--- src/verilog/mips_defs.svh ---
`ifndef MIPS_DEFS_SVH
`define MIPS_DEFS_SVH

// ******************************
// core sizes

// data path and register width
`define MIPS_XLEN 32

// unified instruction and data RAM in words
`define MIPS_RAM_WORDS 256

// word address into the RAM
`define MIPS_RAM_AW 8

`endif

--- src/verilog/codes.sv ---
`default_nettype none

package codes;

    typedef enum logic [1:0] {
        FETCH,
        EXEC1,
        EXEC2
    } state_t;

    // primary opcode field
    typedef enum logic [5:0] {
        OP_SPECIAL = 6'h00,
        OP_ADDIU   = 6'h09,
        OP_LW      = 6'h23,
        OP_SW      = 6'h2b
    } opcode_t;

    // function field of the SPECIAL class
    typedef enum logic [5:0] {
        FUNC_JR   = 6'h08,
        FUNC_ADDU = 6'h21
    } func_t;

    // I-type reuses {rd, shamt, funct} as the 16 bit immediate
    typedef struct packed {
        opcode_t    opcode;
        logic [4:0] rs;
        logic [4:0] rt;
        logic [4:0] rd;
        logic [4:0] shamt;
        func_t      funct;
    } instr_t;

    typedef struct packed {
        logic pc_wen;
        logic ir_wen;
        logic ram_wen;
        logic ram_rds;
        logic reg_wen;
        logic src_b_sel;   // 1 selects the immediate
        logic ram_a_sel;   // 1 selects the adder over the PC
        logic reg_wd_sel;  // 1 selects the adder over RAM data
        logic reg_a3_sel;  // 1 selects rd over rt
        logic pc_src_sel;  // 1 takes rs as the next PC
    } ctrl_t;

endpackage

`default_nettype wire

--- src/verilog/control.sv ---
`timescale 1ns/1ns
`default_nettype none

module control (
    input  wire codes::state_t  state_i,
    input  wire codes::opcode_t opcode_i,
    input  wire codes::func_t   function_i,
    output codes::ctrl_t        ctrl_o
);

    logic in_fetch;
    logic in_exec1;
    logic in_exec2;
    logic known_instr;

    assign in_fetch = (state_i == codes::FETCH);
    assign in_exec1 = (state_i == codes::EXEC1);
    assign in_exec2 = (state_i == codes::EXEC2);

    // ******************************
    // decode per instruction and state

    always_comb begin
        // every instruction is fetched, latched in EXEC1 and moves the PC in EXEC2
        ctrl_o         = '0;
        ctrl_o.pc_wen  = in_exec2;
        ctrl_o.ir_wen  = in_exec1;
        ctrl_o.ram_rds = in_fetch;
        known_instr    = 1'b1;

        case (opcode_i)
            codes::OP_SW: begin
                ctrl_o.ram_wen   = in_exec2;
                ctrl_o.src_b_sel = in_exec2;
                ctrl_o.ram_a_sel = in_exec2;
            end
            codes::OP_LW: begin
                ctrl_o.ram_rds   = in_fetch | in_exec1;  // second read fetches the data word
                ctrl_o.reg_wen   = in_exec2;
                ctrl_o.src_b_sel = in_exec1;
                ctrl_o.ram_a_sel = in_exec1;
            end
            codes::OP_ADDIU: begin
                ctrl_o.reg_wen    = in_exec2;
                ctrl_o.src_b_sel  = in_exec2;
                ctrl_o.reg_wd_sel = in_exec2;
            end
            codes::OP_SPECIAL: begin
                case (function_i)
                    codes::FUNC_JR: begin
                        ctrl_o.pc_src_sel = in_exec2;
                    end
                    codes::FUNC_ADDU: begin
                        ctrl_o.reg_wen    = in_exec2;
                        ctrl_o.reg_wd_sel = in_exec2;
                        ctrl_o.reg_a3_sel = in_exec2;
                    end
                    default: begin
                        known_instr = 1'b0;
                    end
                endcase
            end
            default: begin
                known_instr = 1'b0;
            end
        endcase
    end

    // ******************************
    // the sequencer only enters EXEC1 while running
    // so a bad word here is an undefined instruction executing

    always_comb begin
        if (in_exec1) begin
            a_known_instr: assert final (known_instr)
                else $error("undefined instruction opcode %0h function %0h",
                            opcode_i, function_i);
        end
    end

endmodule

`default_nettype wire

--- config.mk ---
export PLATFORM = sky130hd
export DESIGN_NAME = control
export DESIGN_NICKNAME = d
export VERILOG_FILES = /design/src/verilog/mips_defs.svh /design/src/verilog/codes.sv /design/src/verilog/control.sv
export SDC_FILE = /design/constraint.sdc
export NUM_CORES = 1
export LEC_CHECK = 0
export ABC_AREA = 1
export BUFFER_PORTS_ARGS = -buffer_cell sky130_fd_sc_hd__buf_2
export CORE_AREA = 4 4 41 43
export DETAILED_ROUTE_END_ITERATION = 8
export DIE_AREA = 0 0 45 47
export GPL_ROUTABILITY_DRIVEN = 0
export PLACE_DENSITY = 0.5
export SYNTH_ARGS = -nofsm -noshare
export SYNTH_HDL_FRONTEND = slang
export SYNTH_SLANG_ARGS = --single-unit
--- constraint.sdc ---
create_clock -name vclk -period 1.5
set_input_delay 0.15 -clock vclk [all_inputs]
set_output_delay 0.15 -clock vclk [all_outputs]
set_load 0.1 [all_outputs]
* Word level (Yosys, flattened, before mapping) *
Cells that the tools add are included.

cells by class
  muxes and demuxes = 10
  reduce and logical (&&, ||, !) cells = 4
  equal/unequal tests = 7
  bitwise logic cells = 1

operator list
  operator                                                          number
  6-bit == test (second input constant)                             3
  6-bit by 4-bit == test with 1-bit output (second input constant)  2
  1-bit one-hot mux with 2 select lines                             4
  6-bit zero test                                                   1
  1-bit 2-to-1 mux                                                  4
  2-bit 2-to-1 mux                                                  2
  2-bit OR reduction                                                2
  2-bit by 1-bit == test with 1-bit output (second input constant)  1
  2-bit == test (second input constant)                             1
  2-bit zero test                                                   1
  1-bit OR                                                          1

storage, ports and cells
  register bits = 0
  output and inout port bits = 10
  logic and storage cells = 22
  input bits = 14

* Logic depth before layout (Yosys ltp) *
  depth after elaboration = 3
  gate-level depth with buffers = 6

* Least setup slack after synthesis *
OpenSTA, ideal clock, no wires.

  kind = input -> output
  start point = in opcode_i[2]
  end point = out ctrl_o[6] in the netlist's numbering
  arrival = 1.878 ns
  data required time = 1.350 ns
  cell stages on the path = 3
  setup slack = -0.528 ns
  cells stage by stage = nor2_1 nand3_1 a21oi_1

RTL lines
  element             line          source
  start: declaration  control.sv:6  input wire codes::opcode_t opcode_i,
  end: declaration    control.sv:8  output codes::ctrl_t ctrl_o

==> out/qor.yml <==
drt:
  num_vias: 369
  ant_nets: 0
  drtIter0Drc: 6
  wirelength_microns: 714
  viasPerCell: 4.100
  detail_route.wl_per_cell_microns: 7.933
  post-route-drc-count: 0
  first_pass_iters: 4
timing:
  worst_pin_slew_ps: 483.8
  hold_viol_final: 0
  slew_headroom: 0.6797
  final_max_slew_viol_count: 0
  setup_slack_ps: 268.3
  setup_tns_ps: 0
  fmax_mhz: 811.9
  min_period_ps: 1232
  setup_viol: 0
  rsz0062_at_grt: "false"
  fin_crit_sh: 0.8212
worst_setup_path:
  worst_ep_arrival_time_ps: 1080
  cp_slowest_cell: "buf_12"
  cpMostUsedCell: "nor2_1"
  critPathMaxFanout: 3
  endpoint_kind: "output port"
  crit_type: "input port to output port"
  max_stage_delay_ps: 200
  crit_buf_inv: 3
  cp_cell_sequence: "buf_2 -> nor2_1 -> nand2_1 -> nor2_2 -> inv_1 -> nor2_1 -> buf_12"
  start_kind: "input port"
  path_delay_family: "simple AND/OR/NAND/NOR gates"
  crit_path_start: "opcode_i[2]"
  crit_required_ps: 1350
global_routing:
  antenna_found_initial: 0
  grt_pass1_vias: 321
  grt_usage: 0.06924
  grt_pass1_wl_microns: 1179
  gr-total-overflow: 0
  grt_max_degree: 6
cells_and_area:
  register_area_sq_um: 0
  n_clock_buffer: 0
  fill_cells: 155
  finish.net_count: 91
  area_delta_synth_final_pct: 107.6
  n_sequential_cell: 0
  antenna_cells: 0
  fin_area_sq_um: 478.0
  drive_above_1_share: 0.3867
floorplanning:
  dieArea_sq_um: 2115
  ios: 24
  initial_core_util: 0.1769
  die_w_microns: 45
  core_sq_um: 1301
  num_rows: 13
  die_height_microns: 47
placement:
  place_area_sq_um: 478.0
  pre_cts_ws_ps: 257.2
  portBuffers: 24
  dpl.hpwl_microns: 679.1
synth:
  synthTopCellsByArea: "nand2_1 21%, inv_1 20%, nor2_1 20%"
  syn_inst: 53
  synth_nets: 67
  ys_seq_area_frac: 0
  syn-cell-area_sq_um: 230.2
  syn_avg_cell_area_sq_um: 4.344
  yosys.area.top_type: "nand2_1"
  ys_types: 10
  yosysTopAreaCellShare: 0.2120
  synth_warnings: 0
power:
  power_uw: 103.3
  vdd_drop_max_v: 0.00008427
  powerDensity_nw_per_um2: 216.0
  p_leak_nw: 0.2826
min_path:
  worstHoldStart: "state_i[1]"
  hp-class: "input port to output port"
flow_run:
  drv_cap: 0
clocking:
  cts_resized: 0
  cts_setup_buffers: 0
  cts-hold-fix-buffers: 0
outcome:
  status: "finished clean"
-- synth_stat cells --
cell / number
nand2_1: 13
inv_1: 12
nor2_1: 12
nand3_1: 6
nor2_2: 3
buf_4: 2
nand4_1: 2
a21oi_1: 1
inv_2: 1
or2_1: 1
-- routing by layer --
layer,routed length [microns],share of wire,global-route usage
met1,284,0.40,0.08539
met2,305,0.43,0.1243
met3,124,0.17,0.02299
met4,0,0,0
met5,0,0,0
-- report_power, final --
group / switching, mW / internal, mW
registers: 0 / 0
logic: 0.0698 / 0.0334
clock network: 0 / 0
total: 0.0698 / 0.0334
-- kinds of logic after synthesis --
family                 after synthesis  share of synthesized area
buffers and inverters               15                     0.2771
AO/OA/AOI/OAI                        1                    0.02172
AND/OR/NAND/NOR                     37                     0.7011
-- cells in the final DEF, fill, tap and decap left out, drive strengths merged --
cell / instances
nand3: 6
or2: 1
nor2: 15
a21oi: 1
inv: 13
buf: 24
nand2: 13
nand4: 2
-- area by class of cell --
type / instances / area (sq um) / share of cell area
Timing Repair Buffer: 24 / 240.2 / 0.5026
Tap cell: 15 / 18.77 / 0.03927
Multi-Input combinational cell: 38 / 170.2 / 0.3560
Inverter: 13 / 48.80 / 0.1021
-- path summary, 6_finish.rpt --
kind	endpoint	slack, ps	cells after the start
worst max-delay path	ctrl_o[0]	270	7
worst min-delay path	ctrl_o[6]	610	3
-- per-stage QoR --
stage,hold slack (ps),utilization,std cells
6_report,610.7,0.3673,90
5_1_grt,629.1,0.3673,90
4_1_cts,611.6,0.3673,90
3_5_place_dp,610.1,0.3673,90
3_3_place_gp,607.0,0.3673,90
2_1_floorplan,466.1,-,53
Power figures use the tool's default switching activity.
