File: src/verilog/mips_defs.svh
`ifndef MIPS_DEFS_SVH
`define MIPS_DEFS_SVH

// ******************************
// core sizes

// data path and register width
`define MIPS_XLEN 32

// unified instruction and data RAM in words
`define MIPS_RAM_WORDS 256

// word address into the RAM
`define MIPS_RAM_AW 8

`endif

File: src/verilog/reg_file.sv
`timescale 1ns/1ns
`default_nettype none

`include "mips_defs.svh"

module reg_file (
    input  wire logic                  clk_i,
    input  wire logic                  arst_n_i,
    input  wire logic [4:0]            a1_i,
    input  wire logic [4:0]            a2_i,
    input  wire logic [4:0]            a3_i,
    input  wire logic [`MIPS_XLEN-1:0] wd_i,
    input  wire logic                  wen_i,
    output logic [`MIPS_XLEN-1:0]      rd1_o,
    output logic [`MIPS_XLEN-1:0]      rd2_o
);

    logic [`MIPS_XLEN-1:0] regs_q [32];

    always_ff @(posedge clk_i or negedge arst_n_i) begin
        if (!arst_n_i) begin
            for (int i = 0; i < 32; i++) begin
                regs_q[i] <= '0;
            end
        end else if (wen_i && (a3_i != 5'd0)) begin  // register 0 is never written
            regs_q[a3_i] <= wd_i;
        end
    end

    // register 0 keeps its reset value so plain reads return zero
    assign rd1_o = regs_q[a1_i];
    assign rd2_o = regs_q[a2_i];

endmodule

`default_nettype wire

File: config.mk
export PLATFORM = sky130hd
export DESIGN_NAME = reg_file
export DESIGN_NICKNAME = d
export VERILOG_FILES = /design/src/verilog/reg_file.sv
export VERILOG_INCLUDE_DIRS = /design/src /design/src/verilog
export SDC_FILE = /design/constraint.sdc
export NUM_CORES = 2
export LEC_CHECK = 0
export BUFFER_PORTS_ARGS = -buffer_cell sky130_fd_sc_hd__buf_2
export CORE_AREA = 2 2 360 362
export DETAILED_ROUTE_END_ITERATION = 7
export DIE_AREA = 0 0 362 364
export PLACE_DENSITY = 0.7
export SETUP_SLACK_MARGIN = 0.5
export SLEW_MARGIN = 20
export SYNTH_ARGS = -nofsm -noshare
export SYNTH_HDL_FRONTEND = slang
export SYNTH_SLANG_ARGS = --single-unit
File: constraint.sdc
create_clock -name clk_i -period 2.49 [get_ports clk_i]
set_clock_uncertainty 0.15 [all_clocks]
set_input_delay 0.1245 -clock clk_i [delete_from_list [all_inputs] [get_ports clk_i]]
set_output_delay 0.1245 -clock clk_i [all_outputs]
set_load 0.01 [all_outputs]
# Yosys cells after proc, flatten, opt, wreduce, memory -nomap -nowiden
# Cells that the tools add are included.
[word_totals]
regBits = 1024
input_bits = 50
out_inout_bits = 64
word_cells = 51
[op_classes]
order_cmp = 4
n_mux = 9
bitwise = 3
n_reduce_logical = 3
[ops]
columns = ["op", "count"]
rows = [
  ["$bwmux 1024", 1],
  ["$bmux 32 s5", 2],
  ["$demux 32 s5", 1],
  ["$mux 32", 5],
  ["$ge 6x6->1 const B", 3],
  ["$not 5->6", 3],
  ["$lt 6x1->1 const B", 1],
  ["$reduce_bool 5->1", 1],
  ["$logic_and 1x1->1", 2],
]

# Logic depth before layout (Yosys ltp)
[depth]
depth_word = 6
depth_mapped = 8
depth_no_buf = 5

# Least setup slack after synthesis
# No wires, ideal clock.
[synth_timing]
path_type = "in2out"
start = "in a1_i[1]"
end = "out rd1_o[11]"
arrival_ns = 1.368
required_time_ns = 2.216
setup_slack_ns = 0.847
path_stages = 8
n_path_buf = 4
cell_sequence = "buf_2 > buf_4 > buf_2 > buf_2 > mux2i_1 > nand2_1 > a31oi_1 > nand3_1"
[synth_via]
elab_chain_len = 4
[synth_rtl]
columns = ["item", "line", "rtl"]
rows = [
  ["from (decl)", "reg_file.sv:9", "input wire logic [4:0] a1_i,"],
  ["$not 5->6 (implied by the code)", "reg_file.sv:31", "assign rd1_o = regs_q[a1_i];"],
  ["$bmux 32 s5", "reg_file.sv:31", ""],
  ["$mux 32 (implied by the code) (2 in a row)", "reg_file.sv:31", ""],
  ["to (decl)", "reg_file.sv:14", "output logic [`MIPS_XLEN-1:0] rd1_o,"],
]
# Every way passes these cells. The select of a mux whose other input is x is not followed.

# Worst setup path after layout
[layout_timing]
start = "reg regs_q[1016] (netlist name)"
end = "out rd1_o[24]"
[layout_via]
elab_chain_len = 3
[layout_rtl]
columns = ["item", "line", "rtl"]
rows = [
  ["from (decl)", "reg_file.sv:18", "logic [`MIPS_XLEN-1:0] regs_q [32];"],
  ["from (signal, indexed assignment)", "reg_file.sv:26", "regs_q[a3_i] <= wd_i;"],
  ["$bmux 32 s5", "reg_file.sv:31", ""],
  ["$mux 32 (implied by the code) (2 in a row)", "reg_file.sv:31", ""],
]
# Every way passes these cells. The select of a mux whose other input is x is not followed.

==> impl_summary.log <==
INFO  metric gr-usage-met3 = 5.36%
INFO  metric fin_hold_ws = 0.101 ns
INFO  metric post-route-util = 50.9%
INFO  metric final_critical_delay_including_setup_and_external_delays = 2.47 ns
INFO  metric path_max_fanout = 3
INFO  metric area.growth.synth_to_final = 16.9%
INFO  metric route.vias.total = 40400
INFO  metric number_of_flip_flops_in_the_largest_register = 1024
INFO  metric finalWorstSetupSlack = 0.0236 ns
INFO  metric stdcell_area = 65400 µm²
INFO  metric synth_cells = 4601
INFO  metric avgViaCountPerCell = 6.28
INFO  metric setup_tns = 0 ns
INFO  metric yosys.area.top_type_share = 45.8%
INFO  metric timing_worst_slew_pin_value = 1.03 ns
INFO  metric regArea = 25600 µm²
INFO  metric finalSetupViolations = 0
INFO  metric fp-row-count = 132
INFO  metric initial_core_util = 43.6%
INFO  metric num_clock_sinks = 1024
INFO  metric cts_tree = done
INFO  metric grt_overflow_total = 0
INFO  metric setup_repair_after_global_routing_missed_its_margin = yes
INFO  metric worstSkewPairLatency = 0.71 ns
INFO  metric synth.yosys.seq_area_share = 45.8%
INFO  metric dieArea = 132000 µm²
INFO  metric multi_input_area = 29000 µm²
INFO  metric grt_max_degree = 88
INFO  metric worstSetupPathType = flip-flop to output pin
INFO  metric vias_in_the_first_global_route = 40900
INFO  metric drtIter0Drc = 4002
INFO  metric setup.reg_to_reg.worst_slack = 1.42 ns
INFO  metric maximum_vdd_ir_drop = 633 µV
INFO  metric routing_layer_with_the_top_usage_in_global_route = met2
INFO  metric met1_usage = 36.4%
INFO  metric holdCritPathClass = input port to asynchronous set/reset pin
INFO  metric reg.largest.list = regs_q x1024
INFO  metric startpoint_type = flip-flop
INFO  metric h-tree-depth = 3
INFO  metric synth.yosys.warnings = 0
INFO  metric final-max-slew-violation-count = 0
INFO  metric timing.critical_path.required = 2.22 ns
INFO  metric final_layout_size_suffix_gt1_share = 36.3%
INFO  metric drc = 0
INFO  metric fillCellCount = 10900
INFO  metric clock_root_buffer = clkbuf_16
INFO  metric clk_pin_slew_worst_paths = 0.06 ns
INFO  metric avgRoutedWirePerCell = 27.7 µm
INFO  metric leakage = 30.6 nW
INFO  metric power_density = 756 nW/µm²
INFO  metric placed_cells = 6182
INFO  metric critPathSlowestCell = dfrtp_1
INFO  metric synth.area.top_cells = dfrtp_1 46%, mux2_2 19%, mux2i_1 18%
INFO  metric io_pins = 114
INFO  metric relSlewSlack = 31.5%
INFO  metric yosysTopAreaCell = dfrtp_1
INFO  metric die-width = 362 µm
INFO  metric drt_first_pass_iters = 7
INFO  metric routabilityCongestion = 0.847
INFO  metric placement.io_buffers = 113
INFO  metric nNetsFinal = 4715
INFO  metric post_layout_nonfiller_instances = 6436
INFO  metric path_cells = mux2i_1 -> a22o_1 -> nor3_2 -> a31oi_2 -> nand3_2 -> buf_6
INFO  metric avgSynthCellArea = 12.2 µm²
INFO  metric grt_first_pass_wirelength = 266 mm
INFO  metric antenna_found_initial = 8
INFO  metric post_synth_net_total = 4651
INFO  metric cts-buffers-inserted = 106
INFO  metric placement.cell_area = 59800 µm²
INFO  metric crit_path_end_kind = output pin
INFO  metric number_of_violations_of_the_max_capacitance_limit = 0
INFO  metric ys_ff_latch = 1024
INFO  metric synth_cell_type_count = 28
INFO  metric buffer_levels_on_the_longest_clock_path = 3
INFO  metric finalCritPeriodShare = 99.1%
INFO  metric run_status = completed
INFO  metric routed_wirelength = 178 mm
INFO  metric antenna_viol_nets_final = 0
INFO  metric critical-path-max-stage-delay = 0.40 ns
INFO  metric pre_cts_ws = 0.180 ns
INFO  metric clock.fmax = 0.405 GHz
INFO  metric critical_path_arrival = 2.19 ns
INFO  metric place.detailed.hpwl = 107 mm
INFO  metric grt.met2_usage = 42.1%
INFO  metric floorplan.core_area = 128000 µm²
INFO  metric mappedNetlistArea = 55900 µm²
INFO  metric regMostFlops = regs_q
INFO  metric design_power_total = 49.4 mW
INFO  metric number_of_hold_slack_violations_in_the_final_timing_report = 0
INFO  metric die_h = 364 µm
INFO  metric grt_use_total = 26.6%
## routing by layer
metal	wire length [µm]	vias up
met2	81400	1656
li1	-	17100
met4	5940	6
met5	38	-
met3	13700	387
met1	77000	21200
## repair_timing
action / in CTS / in global routing
buffers inserted: 5 / 6
endpoints found under the hold margin: 2016 / 0
resized for setup: 187 / 74
hold buffers: 39 / 0
setup endpoints to repair: 64 / 163
pin swaps: 77 / 84
## cells by family after synthesis
logic type             Yosys count  synth area share [%]
multiplexers                  2016                  38.3
AO/OA/AOI/OAI                  576                  7.01
AND/OR/NAND/NOR                512                  4.39
flip-flops                    1024                  45.8
buffers and inverters          473                  4.50
## critical path: cells and delay by family, from the launching register on
| family | cells | cell delay, ns |
|---|---|---|
| AOI/OAI and AO/OA | 2 | 0.46 |
| buffers and inverters | 1 | 0.18 |
| DFF | 1 | 0.40 |
| muxes | 1 | 0.16 |
| and+or+nand+nor | 2 | 0.27 |
## layout by cell type (no fill, tap or decap), drive strengths merged
| master | count |
|---|---|
| nor2 | 19 |
| nand3 | 194 |
| a31oi | 64 |
| and3b | 1 |
| nand3b | 4 |
| clkinv | 24 |
| inv | 4 |
| diode | 4 |
| mux2i | 1024 |
| nor3b | 4 |
| and3 | 1 |
| nand2b | 4 |
| a21oi | 192 |
| and2 | 2 |
| or2 | 3 |
| a22o | 128 |
| nor3 | 65 |
| clkinvlp | 3 |
| nand2 | 210 |
| buf | 391 |
| dlygate4sd3 | 38 |
| mux2 | 992 |
| clkbuf | 158 |
| bufinv | 11 |
| nor2b | 4 |
| a22oi | 192 |
| dfrtp | 1024 |
| or3b | 1 |
## power by group
| part | switching [mW] | internal (mW) | total [mW] |
|---|---|---|---|
| Combinational | 4.89 | 5.41 | 10.3 |
| Sequential | 2.48 | 19.8 | 22.3 |
| Clock | 7.00 | 9.85 | 16.9 |
## worst paths after layout
path	from	to	cells after the start
min	arst_n_i	regs_q[250]$_DFFE_PN0P_	3
min in group clk_i	wen_i	regs_q[611]$_DFFE_PN0P_	4
max in group asynchronous	arst_n_i	regs_q[456]$_DFFE_PN0P_	4
max	regs_q[1016]$_DFFE_PN0P_	rd1_o[24]	6
max reg2reg	regs_q[917]$_DFFE_PN0P_	regs_q[917]$_DFFE_PN0P_	2
min reg2reg	regs_q[1008]$_DFFE_PN0P_	regs_q[1008]$_DFFE_PN0P_	0
## final cells by class
class | count | area share, %
sequential | 1024 | 39.2
timing repair buffer | 429 | 7.65
antenna | 4 | 0.0153
clock inverter | 42 | 0.833
multi-input combinational | 3104 | 44.3
tap | 1675 | 3.21
clock buffer | 158 | 4.79
## cells in the mapped netlist
cell and number:
mux2i_1 1024, nor3_1 65, nor2_1 3, a22oi_1 192
or2_2 3, buf_1 26, nand3_1 194, a22o_1 128
clkbuf_1 224, nor2_4 16, or3b_4 1, buf_4 64
a31oi_1 64, mux2_1 39, and3b_1 1, and2_1 2
nor3b_2 3, dfrtp_1 1024, mux2_2 953, and3_1 1
nand3b_1 4, buf_2 111, nand2b_1 4, buf_6 48
nor3b_1 1, nand2_1 210, nor2b_1 4, a21oi_1 192
Power figures use the tool's default switching activity.
