`src/verilog/mips_defs.svh`:
```
`ifndef MIPS_DEFS_SVH
`define MIPS_DEFS_SVH

// ******************************
// core sizes

// data path and register width
`define MIPS_XLEN 32

// unified instruction and data RAM in words
`define MIPS_RAM_WORDS 256

// word address into the RAM
`define MIPS_RAM_AW 8

`endif

```
`src/verilog/codes.sv`:
```
`default_nettype none

package codes;

    typedef enum logic [1:0] {
        FETCH,
        EXEC1,
        EXEC2
    } state_t;

    // primary opcode field
    typedef enum logic [5:0] {
        OP_SPECIAL = 6'h00,
        OP_ADDIU   = 6'h09,
        OP_LW      = 6'h23,
        OP_SW      = 6'h2b
    } opcode_t;

    // function field of the SPECIAL class
    typedef enum logic [5:0] {
        FUNC_JR   = 6'h08,
        FUNC_ADDU = 6'h21
    } func_t;

    // I-type reuses {rd, shamt, funct} as the 16 bit immediate
    typedef struct packed {
        opcode_t    opcode;
        logic [4:0] rs;
        logic [4:0] rt;
        logic [4:0] rd;
        logic [4:0] shamt;
        func_t      funct;
    } instr_t;

    typedef struct packed {
        logic pc_wen;
        logic ir_wen;
        logic ram_wen;
        logic ram_rds;
        logic reg_wen;
        logic src_b_sel;   // 1 selects the immediate
        logic ram_a_sel;   // 1 selects the adder over the PC
        logic reg_wd_sel;  // 1 selects the adder over RAM data
        logic reg_a3_sel;  // 1 selects rd over rt
        logic pc_src_sel;  // 1 takes rs as the next PC
    } ctrl_t;

endpackage

`default_nettype wire

```
`src/verilog/datapath.sv`:
```
`timescale 1ns/1ns
`default_nettype none

`include "mips_defs.svh"

module datapath (
    input  wire logic                    clk_i,
    input  wire logic                    arst_n_i,
    input  wire codes::state_t           state_i,
    input  wire codes::ctrl_t            ctrl_i,
    input  wire logic [`MIPS_XLEN-1:0]   ram_rdata_i,
    output logic [`MIPS_RAM_AW-1:0]      ram_addr_o,
    output logic [`MIPS_XLEN-1:0]        ram_wdata_o,
    output codes::opcode_t               opcode_o,
    output codes::func_t                 function_o,
    output logic [4:0]                   rs_o,
    output logic [4:0]                   rt_o,
    output logic [4:0]                   reg_a3_o,
    output logic [`MIPS_XLEN-1:0]        reg_wd_o,
    input  wire logic [`MIPS_XLEN-1:0]   rd1_i,
    input  wire logic [`MIPS_XLEN-1:0]   rd2_i,
    output logic [`MIPS_XLEN-1:0]        pc_o
);

    logic [`MIPS_XLEN-1:0] pc_q;
    logic [`MIPS_XLEN-1:0] pc_next;
    codes::instr_t         ir_q;
    codes::instr_t         instr;
    logic [`MIPS_XLEN-1:0] imm_ext;
    logic [`MIPS_XLEN-1:0] src_b;
    logic [`MIPS_XLEN-1:0] sum;

    // ******************************
    // program counter and instruction register

    assign pc_next = ctrl_i.pc_src_sel ? rd1_i : pc_q + `MIPS_XLEN'(4);

    always_ff @(posedge clk_i or negedge arst_n_i) begin
        if (!arst_n_i) begin
            pc_q <= '0;
        end else if (ctrl_i.pc_wen) begin
            pc_q <= pc_next;
        end
    end

    always_ff @(posedge clk_i) begin
        if (ctrl_i.ir_wen) begin
            ir_q <= codes::instr_t'(ram_rdata_i);
        end
    end

    // in EXEC1 the fetched word is still on the RAM output
    // and later states decode the latched copy
    assign instr = (state_i == codes::EXEC1) ? codes::instr_t'(ram_rdata_i) : ir_q;

    assign opcode_o   = instr.opcode;
    assign function_o = instr.funct;
    assign rs_o       = instr.rs;
    assign rt_o       = instr.rt;

    // ******************************
    // operands and the shared adder

    assign imm_ext = {{(`MIPS_XLEN-16){instr.rd[4]}}, instr.rd, instr.shamt, instr.funct};
    assign src_b   = ctrl_i.src_b_sel ? imm_ext : rd2_i;
    assign sum     = rd1_i + src_b;  // effective address or ALU result

    // byte addresses become word addresses for the RAM
    assign ram_addr_o  = ctrl_i.ram_a_sel ? sum[`MIPS_RAM_AW+1:2] : pc_q[`MIPS_RAM_AW+1:2];
    assign ram_wdata_o = rd2_i;

    // write-back picks the loaded word or the sum
    assign reg_wd_o = ctrl_i.reg_wd_sel ? sum : ram_rdata_i;
    assign reg_a3_o = ctrl_i.reg_a3_sel ? instr.rd : instr.rt;

    assign pc_o = pc_q;  // still the retiring PC throughout EXEC2

endmodule

`default_nettype wire

```
`config.mk`:
```
export PLATFORM = sky130hd
export DESIGN_NAME = datapath
export DESIGN_NICKNAME = d
export VERILOG_FILES = /design/src/verilog/codes.sv /design/src/verilog/datapath.sv
export VERILOG_INCLUDE_DIRS = /design/src /design/src/verilog
export SDC_FILE = /design/constraint.sdc
export NUM_CORES = 1
export LEC_CHECK = 0
export ABC_AREA = 1
export BUFFER_PORTS_ARGS = -buffer_cell sky130_fd_sc_hd__buf_4
export CAP_MARGIN = 20
export CORE_ASPECT_RATIO = 2
export CORE_MARGIN = 2
export CORE_UTILIZATION = 50
export CTS_BUF_LIST = sky130_fd_sc_hd__clkbuf_8
export DETAILED_ROUTE_END_ITERATION = 10
export GPL_ROUTABILITY_DRIVEN = 0
export PLACE_DENSITY = 0.8
export SLEW_MARGIN = 20
export SYNTH_ARGS = -nofsm -noshare
export SYNTH_HDL_FRONTEND = slang
export SYNTH_SLANG_ARGS = --single-unit
```
`constraint.sdc`:
```
create_clock -name clk_i -period 7 [get_ports clk_i]
set_input_delay 2.1 -clock clk_i [delete_from_list [all_inputs] [get_ports clk_i]]
set_output_delay 2.1 -clock clk_i [all_outputs]
set_load 0.02 [all_outputs]
```
**Yosys cells after proc, flatten, opt, wreduce, memory -nomap -nowiden**

Cells that the tools add are included.

- Bits in registers: 64
- Input port bits: 110
- Output and inout bits: 131
- Logic and storage cells: 16

- Add/sub/neg operators: 2
- Equality and inequality tests: 1
- Muxes and demuxes: 6

Operator list:

| operator | number |
|---|---|
| $mux 32 | 4 |
| $add 32x3->32 const B | 1 |
| $add 32x32->32 | 1 |
| $mux 8 | 1 |
| $mux 5 | 1 |
| $eq 2x1->1 const B | 1 |

**Longest topological paths before layout**

- Word-level depth: 5
- Gate-level depth with buffers: 20
- Depth with buffers taken out: 19

**Least setup slack after synthesis**

No wires, ideal clock.

- Path type: input -> output
- Start point: input state_i[1]
- End point: output ram_addr_o[6]
- Data arrival time: 4.799 ns
- Data required time: 4.900 ns
- Setup slack: 0.101 ns
- Stages: 16
- Path buffers: 1
- Path through: inv_1 -> nand2_1 -> buf_2 -> o21ai_0 -> nand2_1 -> nand2_1 -> ha_1 -> inv_1 -> fa_1 -> inv_1 -> nand3_1 -> nand3_1 -> nand2_1 -> nand2_1 -> xnor2_1 -> o21ai_0

- Cells in the longest elaborated chain, start to end: 5

RTL lines:

| item | line | RTL |
|---|---|---|
| from (decl) | datapath.sv:9 | `input wire codes::state_t state_i,` |
| $eq 2x1->1 | datapath.sv:54 | `assign instr = (state_i == codes::EXEC1) ? codes::instr_t'(ram_rdata_i) : ir_q;` |
| $mux 32 | datapath.sv:54 |  |
| named net function_o[0] | datapath.sv:15 | `output codes::func_t function_o,` |
| $mux 32 | datapath.sv:65 | `assign src_b = ctrl_i.src_b_sel ? imm_ext : rd2_i;` |
| $add 32x32->32 | datapath.sv:66 | `assign sum = rd1_i + src_b;` |
| $mux 8 | datapath.sv:69 | `` assign ram_addr_o = ctrl_i.ram_a_sel ? sum[`MIPS_RAM_AW+1:2] : pc_q[`MIPS_RAM_AW+1:2]; `` |
| to (decl) | datapath.sv:12 | `` output logic [`MIPS_RAM_AW-1:0] ram_addr_o, `` |

The timed path passes the listed nets, and every way through them passes these cells.

**Worst setup path after layout**

- Start point: input state_i[0]
- End point: output reg_wd_o[20]

- Cells in the longest elaborated chain, start to end: 5

RTL lines:

| item | line | RTL |
|---|---|---|
| $eq 2x1->1 | datapath.sv:54 |  |
| $mux 32 | datapath.sv:54 |  |
| $mux 32 | datapath.sv:65 |  |
| $add 32x32->32 | datapath.sv:66 |  |
| $mux 32 | datapath.sv:73 | `assign reg_wd_o = ctrl_i.reg_wd_sel ? sum : ram_rdata_i;` |
| to (decl) | datapath.sv:19 | `` output logic [`MIPS_XLEN-1:0] reg_wd_o, `` |

No other way between the ends.

==> results.tsv <==
metric	value	unit
switching share of power	0.435	
clk_skew	0.0130	ns
placement row count	61	
max_cap viols	0	
Post-synth EDFFs	32	
Hold WC Path Type	register to register	
total gr overflow	0	
met2 Track Usage GR	0.578	
ant diodes	0	
via count	8319	
met1 Usage GRT	0.344	
crit path kind	primary input to output pin	
DP Cell Count	1583	
final setup vio count	0	
Hold Buf Count CTS	0	
IO Count	241	
leading cell types by count after synthesis	481 x nand2_1, 176 x inv_1, 88 x nor2_1	
drt first pass iters	5	
NetSw	0.719	mW
WP data required	4.90	ns
Final period util	0.970	
Worst-path clk slew	0.08	ns
Critical Path Source Type	primary input	
Layout area overhead	28.8	%
PwrDens	182	mW/mm²
multi-input combinational cell area	0.00427	mm²
Slew Viols, Final	0	
GRT Total Usage	0.320	
Final WS setup	0.211	ns
CTS Root Cell	clkbuf_8	
Synth warnings	0	
busiest grt layer	met2	
sequential share of power	0.295	
CTS tree	built	
CP peak stage delay	0.44	ns
clock sink count	64	
Synth Cell Area	0.00706	mm²
HPWL after detailed placement	19900	µm
Die ar.	0.0151	mm²
deepest clock path buffer count	2	
DRC viols	0	
min Tclk post-route	6.79	ns
worst path bufs/invs	5	
clock latency on the worst-skew pair	0.36	ns
share of layout cells above drive strength 1	0.216	
DP Area	0.00889	mm²
Yosys reg bits	64	
antenna viol nets, final	0	
post-CTS sizing	0	
fmax	147	MHz
Critical Path, Cell by Cell	buf_4 -> nand2_2 -> buf_4 -> nand2_1 -> nand2_1 -> nand2_1 -> o21ai_0 -> inv_1 -> fa_1 -> inv_1 -> nand3_1 -> nand3_1 -> nand2_1 -> nand3_1 -> nand2_1 -> nand2_1 -> nand2_1 -> nand3_1 -> o21ai_0 -> buf_4	
Seq/Total Area, Yosys	0.250	
Int Power	0.933	mW
combinational power share	0.502	
Iter 0 DRT Violations	501	
most common cell in the netlist	nand2_1	
Port Buf Inserts	237	
run status	complete, no violations	
Synth top area share	0.256	
CP top delay family	simple AND/OR/NAND/NOR gates	
Synth area leaders	nand2_1 26%, edfxtp_1 14%, dfrtp_1 11%	
CP max stage cell	fa_1	
Fin Setup TNS	0	ns
worst vdd ir	0.133	mV
Leak	5.03	nW
initial core utilization	0.508	
H-tree depth	3	
Fill cells	1378	
met3 GRT Util	0.0430	
Post-Synthesis Cells	1194	
synth unique cells	42	
mean post-synth cell area	5.91	µm²
Top FF cell, synth	edfxtp_1	
cell mode on critical path	nand2_1	
RSZ-0062 raised after global routing	false	
pin count of the biggest net entering global routing	43	
vias per cell	5.20	
asr flop ratio synth	0.500	
worst-path fanout max	11	
non-filler instance count after layout	1599	
Layout Nets	1550	
Routed Wire Length	24500	µm
CP endpoint kind	output pin	
Post-Place Setup Slack	0.180	ns
number of global-route vias before repair	8010	
Design Area, Final	0.00909	mm²
clock share of power	0.202	
DIE WIDTH	88.0	µm
synthesized net count	1339	
CTS Buf Count	9	
wire per inst	15.3	µm
Final Hold Vio Count	0	
Worst Tran Pin Value	1.13	ns
core area	0.0139	mm²
slew margin rel.	0.244	
Yosys top cell by area	nand2_1	
crit path DAT	4.69	ns
total power	1.65	mW
initial antenna violation count	0	
die span in y	172	µm
number of post-CTS setup repair buffers	0	
first-pass GRT wire length	37500	µm
FF/Latch Area	0.00176	mm²
kinds of logic after synthesis:
kind of cell / after synthesis / share of synthesized area
AO/OA/AOI/OAI: 132 / 0.101
XOR/XNOR: 21 / 0.0261
adder cells (fa/ha/maj): 35 / 0.0631
buffers and inverters: 242 / 0.147
flip-flops: 64 / 0.250
multiplexers: 3 / 0.00425
AND/OR/NAND/NOR: 697 / 0.410
stage by stage:
step	utilization	hold slack, ns
2_1_floorplan	-	0.590
3_3_place_gp	0.640	0.472
3_5_place_dp	0.640	0.485
4_1_cts	0.654	0.505
5_1_grt	0.654	0.526
6_report	0.654	0.505
tightest hold or removal path: stages (launching register included):
cell and delay, ns:
dfrtp_1 0.36, nand2_1 0.06, nand2_1 0.06
state kept, by name (all words and copies together) (netlist names):
name / flops
ir_q: 32
pc_o: 32
cell type report:
type	count	area share
Multi-Input combinational cell	888	0.469
Clock inverter	6	0.00633
Inverter	183	0.0756
Clock buffer	10	0.0151
Tap cell	189	0.0260
Timing Repair Buffer	259	0.214
Sequential cell	64	0.194
power groups by stage:
stage	Sequential (mW)	Clock [mW]	Combinational [mW]
after CTS	0.487	0.339	0.824
after detailed placement	0.495	0	0.820
after global placement	0.493	0	0.812
after global routing	0.493	0.355	0.909
final	0.488	0.334	0.830
after floorplan	0.511	0	0.470
placed cells by master, fill, tap and decap left out, drive strengths merged, types with 2 or more instances in the layout:
cell	count
a21oi	23
a31oi	4
buf	259
clkbuf	10
clkinv	6
dfrtp	32
edfxtp	32
ha	34
inv	181
mux2i	3
nand2	486
nand3	80
nand3b	5
nand4	7
nor2	95
nor3	18
o211ai	8
o21ai	88
o21bai	4
o221ai	2
or2	4
xnor2	12
xor2	9
final timing paths:
| check | startpoint | end | cells past startpoint | slack, ns |
|---|---|---|---|---|
| setup / recovery | state_i[0] | reg_wd_o[20] | 20 | 0.21 |
| setup reg to reg | pc_o[2] | pc_o[22] | 10 | 5.05 |
| hold reg to reg | pc_o[0] | pc_o[0] | 2 | 0.50 |
| min in group asynchronous | arst_n_i | pc_o[26] | 1 | 1.68 |
| max in group asynchronous | arst_n_i | pc_o[28] | 1 | 4.98 |
| hold / removal | pc_o[0] | pc_o[0] | 2 | 0.50 |
metal layers:
metal	vias up	wire (µm)	part of all wire
met3	90	1400	0.057
met5	-	0	0
met1	3722	8740	0.36
met2	369	12900	0.53
li1	4138	-	-
met4	0	1460	0.060
Power figures use the tool's default switching activity.
